**src/logic/mulPkg.sv**
```systemverilog
package mulPkg;

    // Operand and product widths
    typedef logic signed [7:0]  operandT;
    typedef logic signed [15:0] productT;   // A above B

    // Sign bit X over the accumulator A
    typedef logic signed [8:0]  extT;

    // Index of the multiplier bit being processed
    typedef logic [2:0] stepCountT;

    typedef enum logic [2:0]
    {
        idle,
        clearAcc,
        addStep,
        shiftStep,
        done
    } ctrlStateT;

    // Bit 7 carries negative weight in two's complement
    localparam stepCountT lastStep = 3'd7;

endpackage

```
**src/logic/mulCtrlIf.sv**
```systemverilog
`timescale 1ns/100ps

// Command bus from the sequencer to the multiplier datapath
interface mulCtrlIf;

    logic loadOperands;   // S and B take the operand inputs
    logic clearA;         // Zero X and A
    logic add;            // X:A <= A + S
    logic sub;            // X:A <= A - S
    logic shift;          // Arithmetic shift of X:A:B
    logic mBit;           // Current B[0]

    modport ctrl
    (
        output loadOperands,
        output clearA,
        output add,
        output sub,
        output shift,
        input  mBit
    );

    modport dp
    (
        input  loadOperands,
        input  clearA,
        input  add,
        input  sub,
        input  shift,
        output mBit
    );

endinterface

```
**src/logic/mulControl.sv**
```systemverilog
`timescale 1ns/100ps

module mulControl
(
    input  logic   Clk,
    input  logic   rstN,
    input  logic   inValid,
    output logic   inReady,
    output logic   outValid,
    input  logic   outReady,
    mulCtrlIf.ctrl ctrl
);

    import mulPkg::*;

    ctrlStateT state;
    ctrlStateT nextState;
    stepCountT stepCount;   // Multiplier bit under test
    logic      accept;
    logic      taken;
    logic      lastBit;

    assign inReady = (state == idle);
    assign accept  = inValid && inReady;
    assign taken   = outValid && outReady;
    assign lastBit = (stepCount == lastStep);

    always_ff @(posedge Clk or negedge rstN)
    begin
        if (!rstN)
        begin
            state     <= idle;
            stepCount <= '0;
            outValid  <= 1'b0;
        end
        else
        begin
            state    <= nextState;
            outValid <= (nextState == done);   // Rises together with the done state
            if (state == clearAcc)
                stepCount <= '0;
            else if (state == shiftStep)
                stepCount <= stepCount + 3'd1;
        end
    end

    // Next state
    always_comb
    begin
        nextState = state;
        unique case (state)
            idle:
            begin
                if (accept)
                    nextState = clearAcc;
            end
            clearAcc:
                nextState = addStep;
            addStep:
                nextState = shiftStep;
            shiftStep:
            begin
                if (lastBit)
                    nextState = done;
                else
                    nextState = addStep;
            end
            done:
            begin
                if (taken)                  // Hold here under back-pressure
                    nextState = idle;
            end
            default:
                nextState = idle;
        endcase
    end

    // Datapath commands
    always_comb
    begin
        ctrl.loadOperands = 1'b0;
        ctrl.clearA       = 1'b0;
        ctrl.add          = 1'b0;
        ctrl.sub          = 1'b0;
        ctrl.shift        = 1'b0;
        unique case (state)
            idle:
                ctrl.loadOperands = inValid;   // Operands latch on the accepting edge
            clearAcc:
                ctrl.clearA = 1'b1;
            addStep:
            begin
                if (ctrl.mBit)
                begin
                    // Top multiplier bit has weight -128
                    if (lastBit)
                        ctrl.sub = 1'b1;
                    else
                        ctrl.add = 1'b1;
                end
            end
            shiftStep:
                ctrl.shift = 1'b1;
            default:
            begin
            end
        endcase
    end

    addSubExclusive: assert property (
        @(posedge Clk) disable iff (!rstN)
        !(ctrl.add && ctrl.sub)
    ) else $error("add and sub asserted together");

    shiftExclusive: assert property (
        @(posedge Clk) disable iff (!rstN)
        !(ctrl.shift && (ctrl.add || ctrl.sub))
    ) else $error("shift asserted with add or sub");

    // The flag is registered separately from the state
    validOnlyInDone: assert property (
        @(posedge Clk) disable iff (!rstN)
        outValid |-> (state == done)
    ) else $error("outValid high outside done");

endmodule

```
**src/logic/mulDatapath.sv**
```systemverilog
`timescale 1ns/100ps

module mulDatapath
(
    input  logic            Clk,
    input  logic            rstN,
    input  mulPkg::operandT multiplicand,
    input  mulPkg::operandT multiplier,
    output mulPkg::productT product,
    mulCtrlIf.dp            dp
);

    import mulPkg::*;

    operandT regS;   // Multiplicand
    logic    regX;   // Sign above the accumulator
    operandT regA;   // Accumulator, upper product half
    operandT regB;   // Multiplier, shifts into lower product half

    extT     accExt;
    extT     addend;
    extT     sum;
    logic    addSub;

    // Both operands sign-extended to nine bits so the sum cannot overflow
    assign accExt = {regA[7], regA};
    assign addend = {regS[7], regS};
    assign addSub = dp.add || dp.sub;

    always_comb
    begin
        if (dp.sub)
            sum = accExt - addend;
        else
            sum = accExt + addend;
    end

    // Multiplicand register
    always_ff @(posedge Clk)
    begin
        if (dp.loadOperands)
            regS <= multiplicand;
    end

    // X:A:B chain
    always_ff @(posedge Clk or negedge rstN)
    begin
        if (!rstN)
        begin
            regX <= 1'b0;
            regA <= '0;
            regB <= '0;
        end
        else if (dp.loadOperands)
        begin
            regB <= multiplier;
        end
        else if (dp.clearA)
        begin
            regX <= 1'b0;
            regA <= '0;
        end
        else if (addSub)
        begin
            {regX, regA} <= sum;
        end
        else if (dp.shift)
        begin
            // X keeps its value and also fills A[7]
            regA <= {regX, regA[7:1]};
            regB <= {regA[0], regB[7:1]};   // Consumed multiplier bit drops out
        end
    end

    assign dp.mBit = regB[0];
    assign product = {regA, regB};

    commandOneHot: assert property (
        @(posedge Clk) disable iff (!rstN)
        $onehot0({dp.loadOperands, dp.clearA, addSub, dp.shift})
    ) else $error("overlapping datapath commands");

endmodule

```
**src/logic/signedMultiplier.sv**
```systemverilog
`timescale 1ns/100ps

// Signed 8x8 iterative multiplier with valid/ready on both sides
module signedMultiplier
(
    input  logic            Clk,
    input  logic            rstN,

    input  logic            inValid,
    output logic            inReady,
    input  mulPkg::operandT multiplicand,
    input  mulPkg::operandT multiplier,

    output logic            outValid,
    input  logic            outReady,
    output mulPkg::productT product
);

    mulCtrlIf cmdBus ();   // Sequencer to datapath

    mulControl control_i
    (
        .Clk      (Clk),
        .rstN     (rstN),
        .inValid  (inValid),
        .inReady  (inReady),
        .outValid (outValid),
        .outReady (outReady),
        .ctrl     (cmdBus.ctrl)
    );

    // Product is stable while outValid waits for outReady
    mulDatapath datapath_i
    (
        .Clk          (Clk),
        .rstN         (rstN),
        .multiplicand (multiplicand),
        .multiplier   (multiplier),
        .product      (product),
        .dp           (cmdBus.dp)
    );

endmodule

```
**config.mk**
```make
export PLATFORM = sky130hd
export DESIGN_NAME = signedMultiplier
export DESIGN_NICKNAME = d
export VERILOG_FILES = /design/src/logic/mulPkg.sv /design/src/logic/mulCtrlIf.sv /design/src/logic/mulControl.sv /design/src/logic/mulDatapath.sv /design/src/logic/signedMultiplier.sv
export SDC_FILE = /design/constraint.sdc
export NUM_CORES = 1
export LEC_CHECK = 0
export BUFFER_PORTS_ARGS = -buffer_cell sky130_fd_sc_hd__buf_2
export CAP_MARGIN = 20
export CORE_ASPECT_RATIO = 0.6
export CORE_UTILIZATION = 44
export DETAILED_ROUTE_END_ITERATION = 10
export GPL_ROUTABILITY_DRIVEN = 0
export PLACE_DENSITY = 0.67
export SLEW_MARGIN = 20
export SYNTH_ARGS = -nofsm -noshare
export SYNTH_HDL_FRONTEND = slang
export SYNTH_HIERARCHICAL = 1
export SYNTH_SLANG_ARGS = --single-unit
```
**constraint.sdc**
```tcl
create_clock -name Clk -period 8 [get_ports Clk]
set_clock_uncertainty 0.1 [all_clocks]
set_input_delay 2 -clock Clk [delete_from_list [all_inputs] [get_ports Clk]]
set_output_delay 2 -clock Clk [all_outputs]
set_load 0.05 [all_outputs]
```
==> results of run 1 <==
flip-flops by register name, indices dropped and copies added, names as in the netlist:
register / cells
datapath_i/regS: 8
control_i/state: 3
datapath_i/regX: 1
control_i/stepCount: 3
control_i/outValid: 1
datapath_i/regA: 8
datapath_i/regB: 8
through the flow:
step | hold WS (ns) | instance area, sq um | cells | setup WS, ns
after floorplan | 0.399 | 2010 | 209 | 4.29
after detailed placement | 0.424 | 2200 | 297 | 4.14
after global placement | 0.414 | 2200 | 297 | 4.20
final | 0.429 | 2290 | 305 | 4.44
after CTS | 0.434 | 2290 | 305 | 4.46
after global routing | 0.470 | 2290 | 305 | 4.23
per-layer routing:
layer  up-vias  routed length, um
met5         -                  0
met4         0                 21
met3         3                227
met2        47               1620
met1       775               2390
li1        810                  -
layout by cell type (no fill, tap or decap), types with 3 or more instances in the layout:
master,synthesis,routed
clkbuf_8,0,6
nor3_1,6,6
inv_1,8,8
edfxtp_1,8,8
ha_1,11,11
dfrtp_1,24,24
nor2b_1,6,6
nand2_1,25,25
nor2_1,18,18
buf_2,2,37
o21ai_0,22,22
a21oi_1,11,11
xnor2_1,10,10
a211oi_1,3,3
mux2i_1,15,15
where the power goes:
part           switching [mW]  internal [mW]  leakage, nW
clock network          0.0591         0.0701       0.0455
registers              0.0613          0.226        0.375
logic                   0.368          0.208        0.620
logic make-up after synthesis:
| group | count (synthesis) | synth area share |
|---|---|---|
| AO/OA/AOI/OAI | 52 | 0.157 |
| XOR/XNOR | 11 | 0.0480 |
| adder cells (fa/ha/maj) | 12 | 0.0786 |
| flip-flops | 32 | 0.419 |
| AND/OR/NAND/NOR | 68 | 0.163 |
| multiplexers | 16 | 0.0823 |
| buffers and inverters | 18 | 0.0518 |
worst max-delay path, cell delays in order:
cell	delay [ns]
buf_2	0.08
and2_1	0.77
nor2_1	0.24
nand2_1	0.21
o21ai_0	0.11
a21oi_1	0.12
o21ai_0	0.09
layout make-up:
type	instances	area [sq um]	area share
multi-input combinational	159	1070	0.465
sequential	32	841	0.366
timing repair buffer	38	193	0.0840
clock buffer	8	90.1	0.0393
tap	60	75.1	0.0327
inverter	8	30.0	0.0131
how the worst min path moves through the flow:
| stage | startpoint | to | slack [ns] |
|---|---|---|---|
| after detailed placement | control_i/stepCount[2] | control_i/stepCount[2] | 0.42 |
| after global placement | control_i/stepCount[1] | control_i/stepCount[1] | 0.41 |
| final | control_i/stepCount[2] | control_i/stepCount[2] | 0.43 |
| after global routing | control_i/stepCount[0] | control_i/stepCount[0] | 0.47 |
| after floorplan | control_i/stepCount[1] | control_i/stepCount[1] | 0.40 |
| after CTS | control_i/stepCount[2] | control_i/stepCount[2] | 0.43 |
==> flow_results.org, run 1 <==
** Placed design
- Post-DP HPWL :: 3110 um
- The count of buffers added on input and output ports is 37.

** GRT
- Total overflow reported by the global router :: 0
- For this run, global-route usage on met2 was measured as 0.257.
- met1 is the most crowded layer.
- In the global route stage, met1 resource usage came out at 0.317.
- The via count of the first global-routing pass came to 1,425.
- GR met3 Demand/Resource :: 0.0558
- Maximum number of pins on one net before global-route repair :: 28
- In the global route stage, overall resource usage came out at 0.200.
- Number of antenna violations at the first check in global routing :: 0
- First-pass GRT wire length :: 7020 um

** Clock tree
- Number of gates resized after CTS :: 0
- Clk sinks :: 32
- The clock reaches the later pin of the worst-skew pair after 0.28 ns.
- CTS Root Buffer Type :: clkbuf_8
- CTS clk-pin slew, worst paths :: 0.07 ns
- Buffers inserted during clock tree synthesis total 5.
- CTS tree :: done
- In this run the deepest clock path goes through 2 buffers.
- H-tree lvl count :: 2
- The number of hold buffers added after CTS was 0.
- Post CTS Setup Buffer Count :: 0

** Die
- Starting Density :: 0.474
- In this run the vertical extent of the chip is 54.3 um.
- Width of the chip :: 89.2 um
- After floorplanning, the core was sized to cover 4230 sq um.
- The floorplan step defined a die boundary enclosing 4840 sq um.
- 38 I/O pins were placed.
- After floorplanning, the core was divided into 18 placement rows.

** Logic synthesis
- The share of synthesized area in the top cell type comes to 0.299.
- The Yosys step of the flow raised 6 warnings.
- Count of flip-flops with a built-in enable after synthesis :: 8
- Counting flops and latches in the post-synthesis netlist gives 32.
- The number of nets handed over by synthesis was 241.
- After synthesis, the share of flip-flops with an asynchronous set or reset is 0.750.
- Library cell with the highest instance count after synthesis :: nand2_1
- Among all flip-flop cells after synthesis, the most frequent one is dfrtp_1.
- Summed over all instances, the cell type with the most area after synthesis is dfrtp_1.
- The average instance in the mapped netlist occupies 9.60 sq um.
- Library cells used by synthesis :: 40
- Mapped Cells :: 209
- Proportion of synthesized chip area in sequential cells :: 0.419
- The cell area that synthesis handed to floorplanning was 2010 sq um.
- In the post-synthesis netlist, the biggest area contributors are dfrtp_1 30%, edfxtp_1 12%, mux2i_1 7.5%, ha_1 6.9%, o21ai_0 5.5%.
- Most frequent cells after synthesis :: 25 x nand2_1, 24 x dfrtp_1, 22 x o21ai_0

** Power and ir drop
- Maximum vdd ir drop :: 0.000211 V
- Power spread over the standard cell area amounts to 433 nW/um^2.
- Static Leak :: 1.04 nW
- Overall power consumption after layout is estimated at 0.992 mW.

** Hold path
- The worst hold path was traced through 2 stages.
- The min-delay analysis places its worst path in the category flip-flop to flip-flop.

** Worst setup path
- Following the worst setup path forward leads to its endpoint at datapath_i/regA[5].
- Tracing the worst setup path back leads to its startpoint at inValid.
- Data required time at the worst endpoint :: 8.07 ns
- Source of the worst register-to-register timing path :: control_i/stepCount[0]
- Setup slack of the most critical reg-to-reg path :: 4.87 ns
- Worst EP arrival :: 3.63 ns
- Worst setup SP type :: input port
- In this run the critical register-to-register path is captured at datapath_i/regX.
- The worst setup path is of the input port to flip-flop kind.
- The worst register-to-register path has a depth of 11.
- Along the worst path, the maximum fanout reaches 27.
- Critical Path End Type :: flip-flop

** Route
- Detailed router's first-iteration violation count :: 107
- Using the TritonRoute via totals, the vias-per-cell ratio works out to 5.36.
- Drt pass-1 iters :: 4
- The routed layout has 1,635 vias.
- In the final routed layout, each cell accounts on average for 14.0 um.
- Once detail routing completed, the nets flagged for antenna violations numbered 0.
- After detailed routing, the number of remaining DRC violations is 0.
- Wires add up to 4260 um.

** Layout
- Fraction of layout instances using a drive strength above 1 :: 0.208
- ANT cells :: 0
- Compared with the post-synthesis result, the final layout area differs by 14.4%.
- Fin nets :: 276
- Final core utilization :: 0.542
- The layout has 428 filler cells.

** Timing
- Total Neg Setup Slack :: 0 ns
- Headroom to the max-slew limit came out at 0.346.
- Final setup fails :: 0
- Setup repair after global routing left no endpoint under its margin.
- Final hold vios :: 0
- Time the worst path needs with I/O delays and setup :: 3.56 ns
- The final max-slew violation count was 0.
- For the pin with the worst max-slew slack, the measured transition is 0.981 ns.
- Period utilisation layout :: 0.446
- Upper clock frequency limit :: 281 MHz

** Outcome
- The run finished with clean final reports.

** Flow run
- # Max-Cap Violations :: 0
(Power assumes the default switching activity.)
==> run 2, diff against run 1 <==
- clock period: 8 -> 3.7 ns (I/O delays scaled with it)
==> run 2 against run 1 <==
Die area unchanged. Clock-buffer cell count decreased by 1. Sequential cell count unchanged. Final cell count increased by 1.3%. First-iteration DRC count decreased by 8.4%. Non-clock buffer count increased by 4. Core utilization increased by 0.89 points. Sequential share of layout area decreased by 0.59 points. Register-to-register slack got worse by 4.2 ns. Cell area increased by 1.6%. Combinational power increased by 130%. Critical path depth increased by 3. Largest cell class unchanged.
==> flow_results.org, run 2 (synthesized netlist as in run 1, its figures left out) <==
** Die
- Core Footprint :: 4230 sq um
- Starting Density :: 0.474
- The floorplan step set the die width to 89.2 um.
- Y dimension of the die :: 54.3 um
- Count of standard-cell rows :: 18
- Top-level port count :: 38
- The floorplan step defined a die boundary enclosing 4840 sq um.

** Worst setup path
- Counting cells, the worst reg-to-reg path comes to 10.
- The worst setup path is captured at a flip-flop.
- Data arrives at the worst endpoint at 3.06 ns.
- Worst setup path category :: flip-flop to flip-flop
- Along the worst path, the maximum fanout reaches 5.
- At the worst endpoint, the required time is 3.76 ns.
- Worst setup SP type :: flip-flop
- The endpoint identified for the worst register-to-register timing path is datapath_i/regA[6].
- The critical path ends at datapath_i/regA[6].
- In this run the critical register-to-register path is launched from control_i/stepCount[0].
- Setup slack of the most critical reg-to-reg path :: 0.70 ns
- The critical path starts at control_i/stepCount[0].

** Power and ir drop
- Maximum vdd ir drop :: 0.000426 V
- Total power draw :: 2.18 mW
- Ratio of total power to cell area :: 935 nW/um^2
- In this run the static leakage power is 1.06 nW.

** Timing
- The count of final hold-check violations was 0.
- Hold slack final :: 0.429 ns
- Dividing the final minimum period by the clock period gives 0.810.
- Final setup fails :: 0
- Total count of max-transition violations in the final report :: 0
- In this run the tightest slew margin relative to its limit is 0.510.
- Setup repair after global routing left no endpoint under its margin.
- Based on the critical path, the design can be clocked at up to 334 MHz.
- Time the worst path needs with I/O delays and setup :: 3.00 ns
- Total Neg Setup Slack :: 0 ns
- For the pin with the worst max-slew slack, the measured transition is 0.731 ns.

** GRT
- Overall Global Routing Usage :: 0.197
- For this run the aggregate overflow at the end of global routing stands at 0.
- The via count of the first global-routing pass is 1,360.
- Number of antenna violations at the first check in global routing :: 0
- Entering global routing, the biggest net connects 25 pins.
- The first global-routing pass estimated 6830 um of wire.

** Route
- Dividing the detail-routed via count by the number of cells gives 5.32.
- Drt pass-1 iters :: 4
- DR DRC count :: 0
- Sum of routed wire length over all layers :: 4210 um
- Via total after detailed routing :: 1,644
- The count of nets left with antenna violations once routing finished came out at 0.
- Post-detailed-route wirelength per cell :: 13.6 um
- For this block, the initial DRC count from the detailed router was 98.

** Layout
- The top cell types in the final layout, fill and taps aside, are 37 x buf_2, 25 x nand2_1, 24 x dfrtp_1.
- Fin nets :: 280
- Fraction of layout instances using a drive strength above 1 :: 0.229
- The repair_antennas step left the layout with diodes totalling 0.
- Leading registers by flop count :: datapath_i/regA x8, datapath_i/regB x8, datapath_i/regS x8
- Leaving out filler cells and counting taps, the final layout contains 309.
- Counting the fill cells in the layout gives 400.
- Relative to the synthesized area, the layout overhead comes to 16.3%.
- The library cell used most frequently in the layout, excluding fill and tap cells, is buf_2.

** Clock tree
- Clk sinks :: 32
- The clock passes through at most 2 buffers.
- After clock tree synthesis, the setup repair step added 0 buffers.
- Num CTS Buffers :: 5
- Clk_lat worst skew :: 0.28 ns
- Clock-pin slew was measured on the worst setup and hold paths at 0.07 ns.
- Number of gates resized after CTS :: 0
- In this run, post-CTS hold repair placed 0 buffers.
- The tree is rooted in a clkbuf_8.
- TritonCTS built the clock tree.
- H-tree lvl count :: 2

** Placed design
- Post-DP HPWL :: 3200 um
- Number of cells after detailed placement :: 301
- Total of buffers placed on input and output ports :: 37

** Hold path
- The worst hold path belongs to the class flip-flop to flip-flop.

** Outcome
- Outcome :: finished clean

** Flow run
- Across the run, the number of max-cap violations was 0.
run 2: cell types whose count changed in the layout (fill, tap and decap cells not counted):
| cell | previous run | this run |
|---|---|---|
| o31ai_1 | 1 | 0 |
| buf_4 | 1 | 5 |
| clkbuf_1 | 2 | 1 |
| o31ai_2 | 0 | 1 |
| inv_4 | 0 | 1 |
run 2: report_power, final:
group | internal [mW] | leakage [nW] | switching [mW]
registers | 0.489 | 0.375 | 0.100
clock network | 0.152 | 0.0488 | 0.131
logic | 0.479 | 0.641 | 0.831
run 2: worst min-delay path by stage:
stage                                      start                      to  depth (start not counted)
after floorplan           control_i/stepCount[1]  control_i/stepCount[1]                          2
after global routing      control_i/stepCount[2]  control_i/stepCount[2]                          2
final                     control_i/stepCount[2]  control_i/stepCount[2]                          2
after detailed placement  control_i/stepCount[2]  control_i/stepCount[2]                          2
after global placement    control_i/stepCount[1]  control_i/stepCount[1]                          2
after CTS                 control_i/stepCount[2]  control_i/stepCount[2]                          2
run 2: cell type report:
type,instances,area [sq um],area share
Sequential cell,32,841,0.361
Timing Repair Buffer,42,223,0.0955
Clock buffer,7,86.3,0.0370
Multi-Input combinational cell,159,1070,0.459
Clock inverter,1,6.26,0.00268
Inverter,8,30.0,0.0129
Tap cell,60,75.1,0.0322
run 2: per-stage QoR:
| step | utilization | instance area (sq um) | setup WS [ns] |
|---|---|---|---|
| 6_report | 0.551 | 2330 | 0.703 |
| 5_1_grt | 0.551 | 2330 | 0.426 |
| 4_1_cts | 0.550 | 2330 | 0.712 |
| 3_5_place_dp | 0.528 | 2230 | 0.731 |
| 3_3_place_gp | 0.528 | 2230 | 0.800 |
| 2_1_floorplan | - | 2010 | 0.633 |
run 2: layer usage:
metal / track usage / wire [um] / vias to the layer above / part of all wire
li1: - / - / 820 / -
met1: 0.316 / 2290 / 753 / 0.54
met2: 0.243 / 1540 / 63 / 0.37
met3: 0.0513 / 333 / 8 / 0.079
met4: 0.0714 / 49 / 0 / 0.012
met5: 0 / 0 / - / 0
run 2: critical path, stage by stage (launching register included):
cell and delay (ns):
dfrtp_1 0.37, ha_1 0.15, ha_1 0.22, nor3b_1 0.42
mux2i_1 0.20, fa_1 0.48, a211oi_1 0.38, o21bai_1 0.14
a21oi_1 0.19, xnor2_1 0.14, o21ai_0 0.08
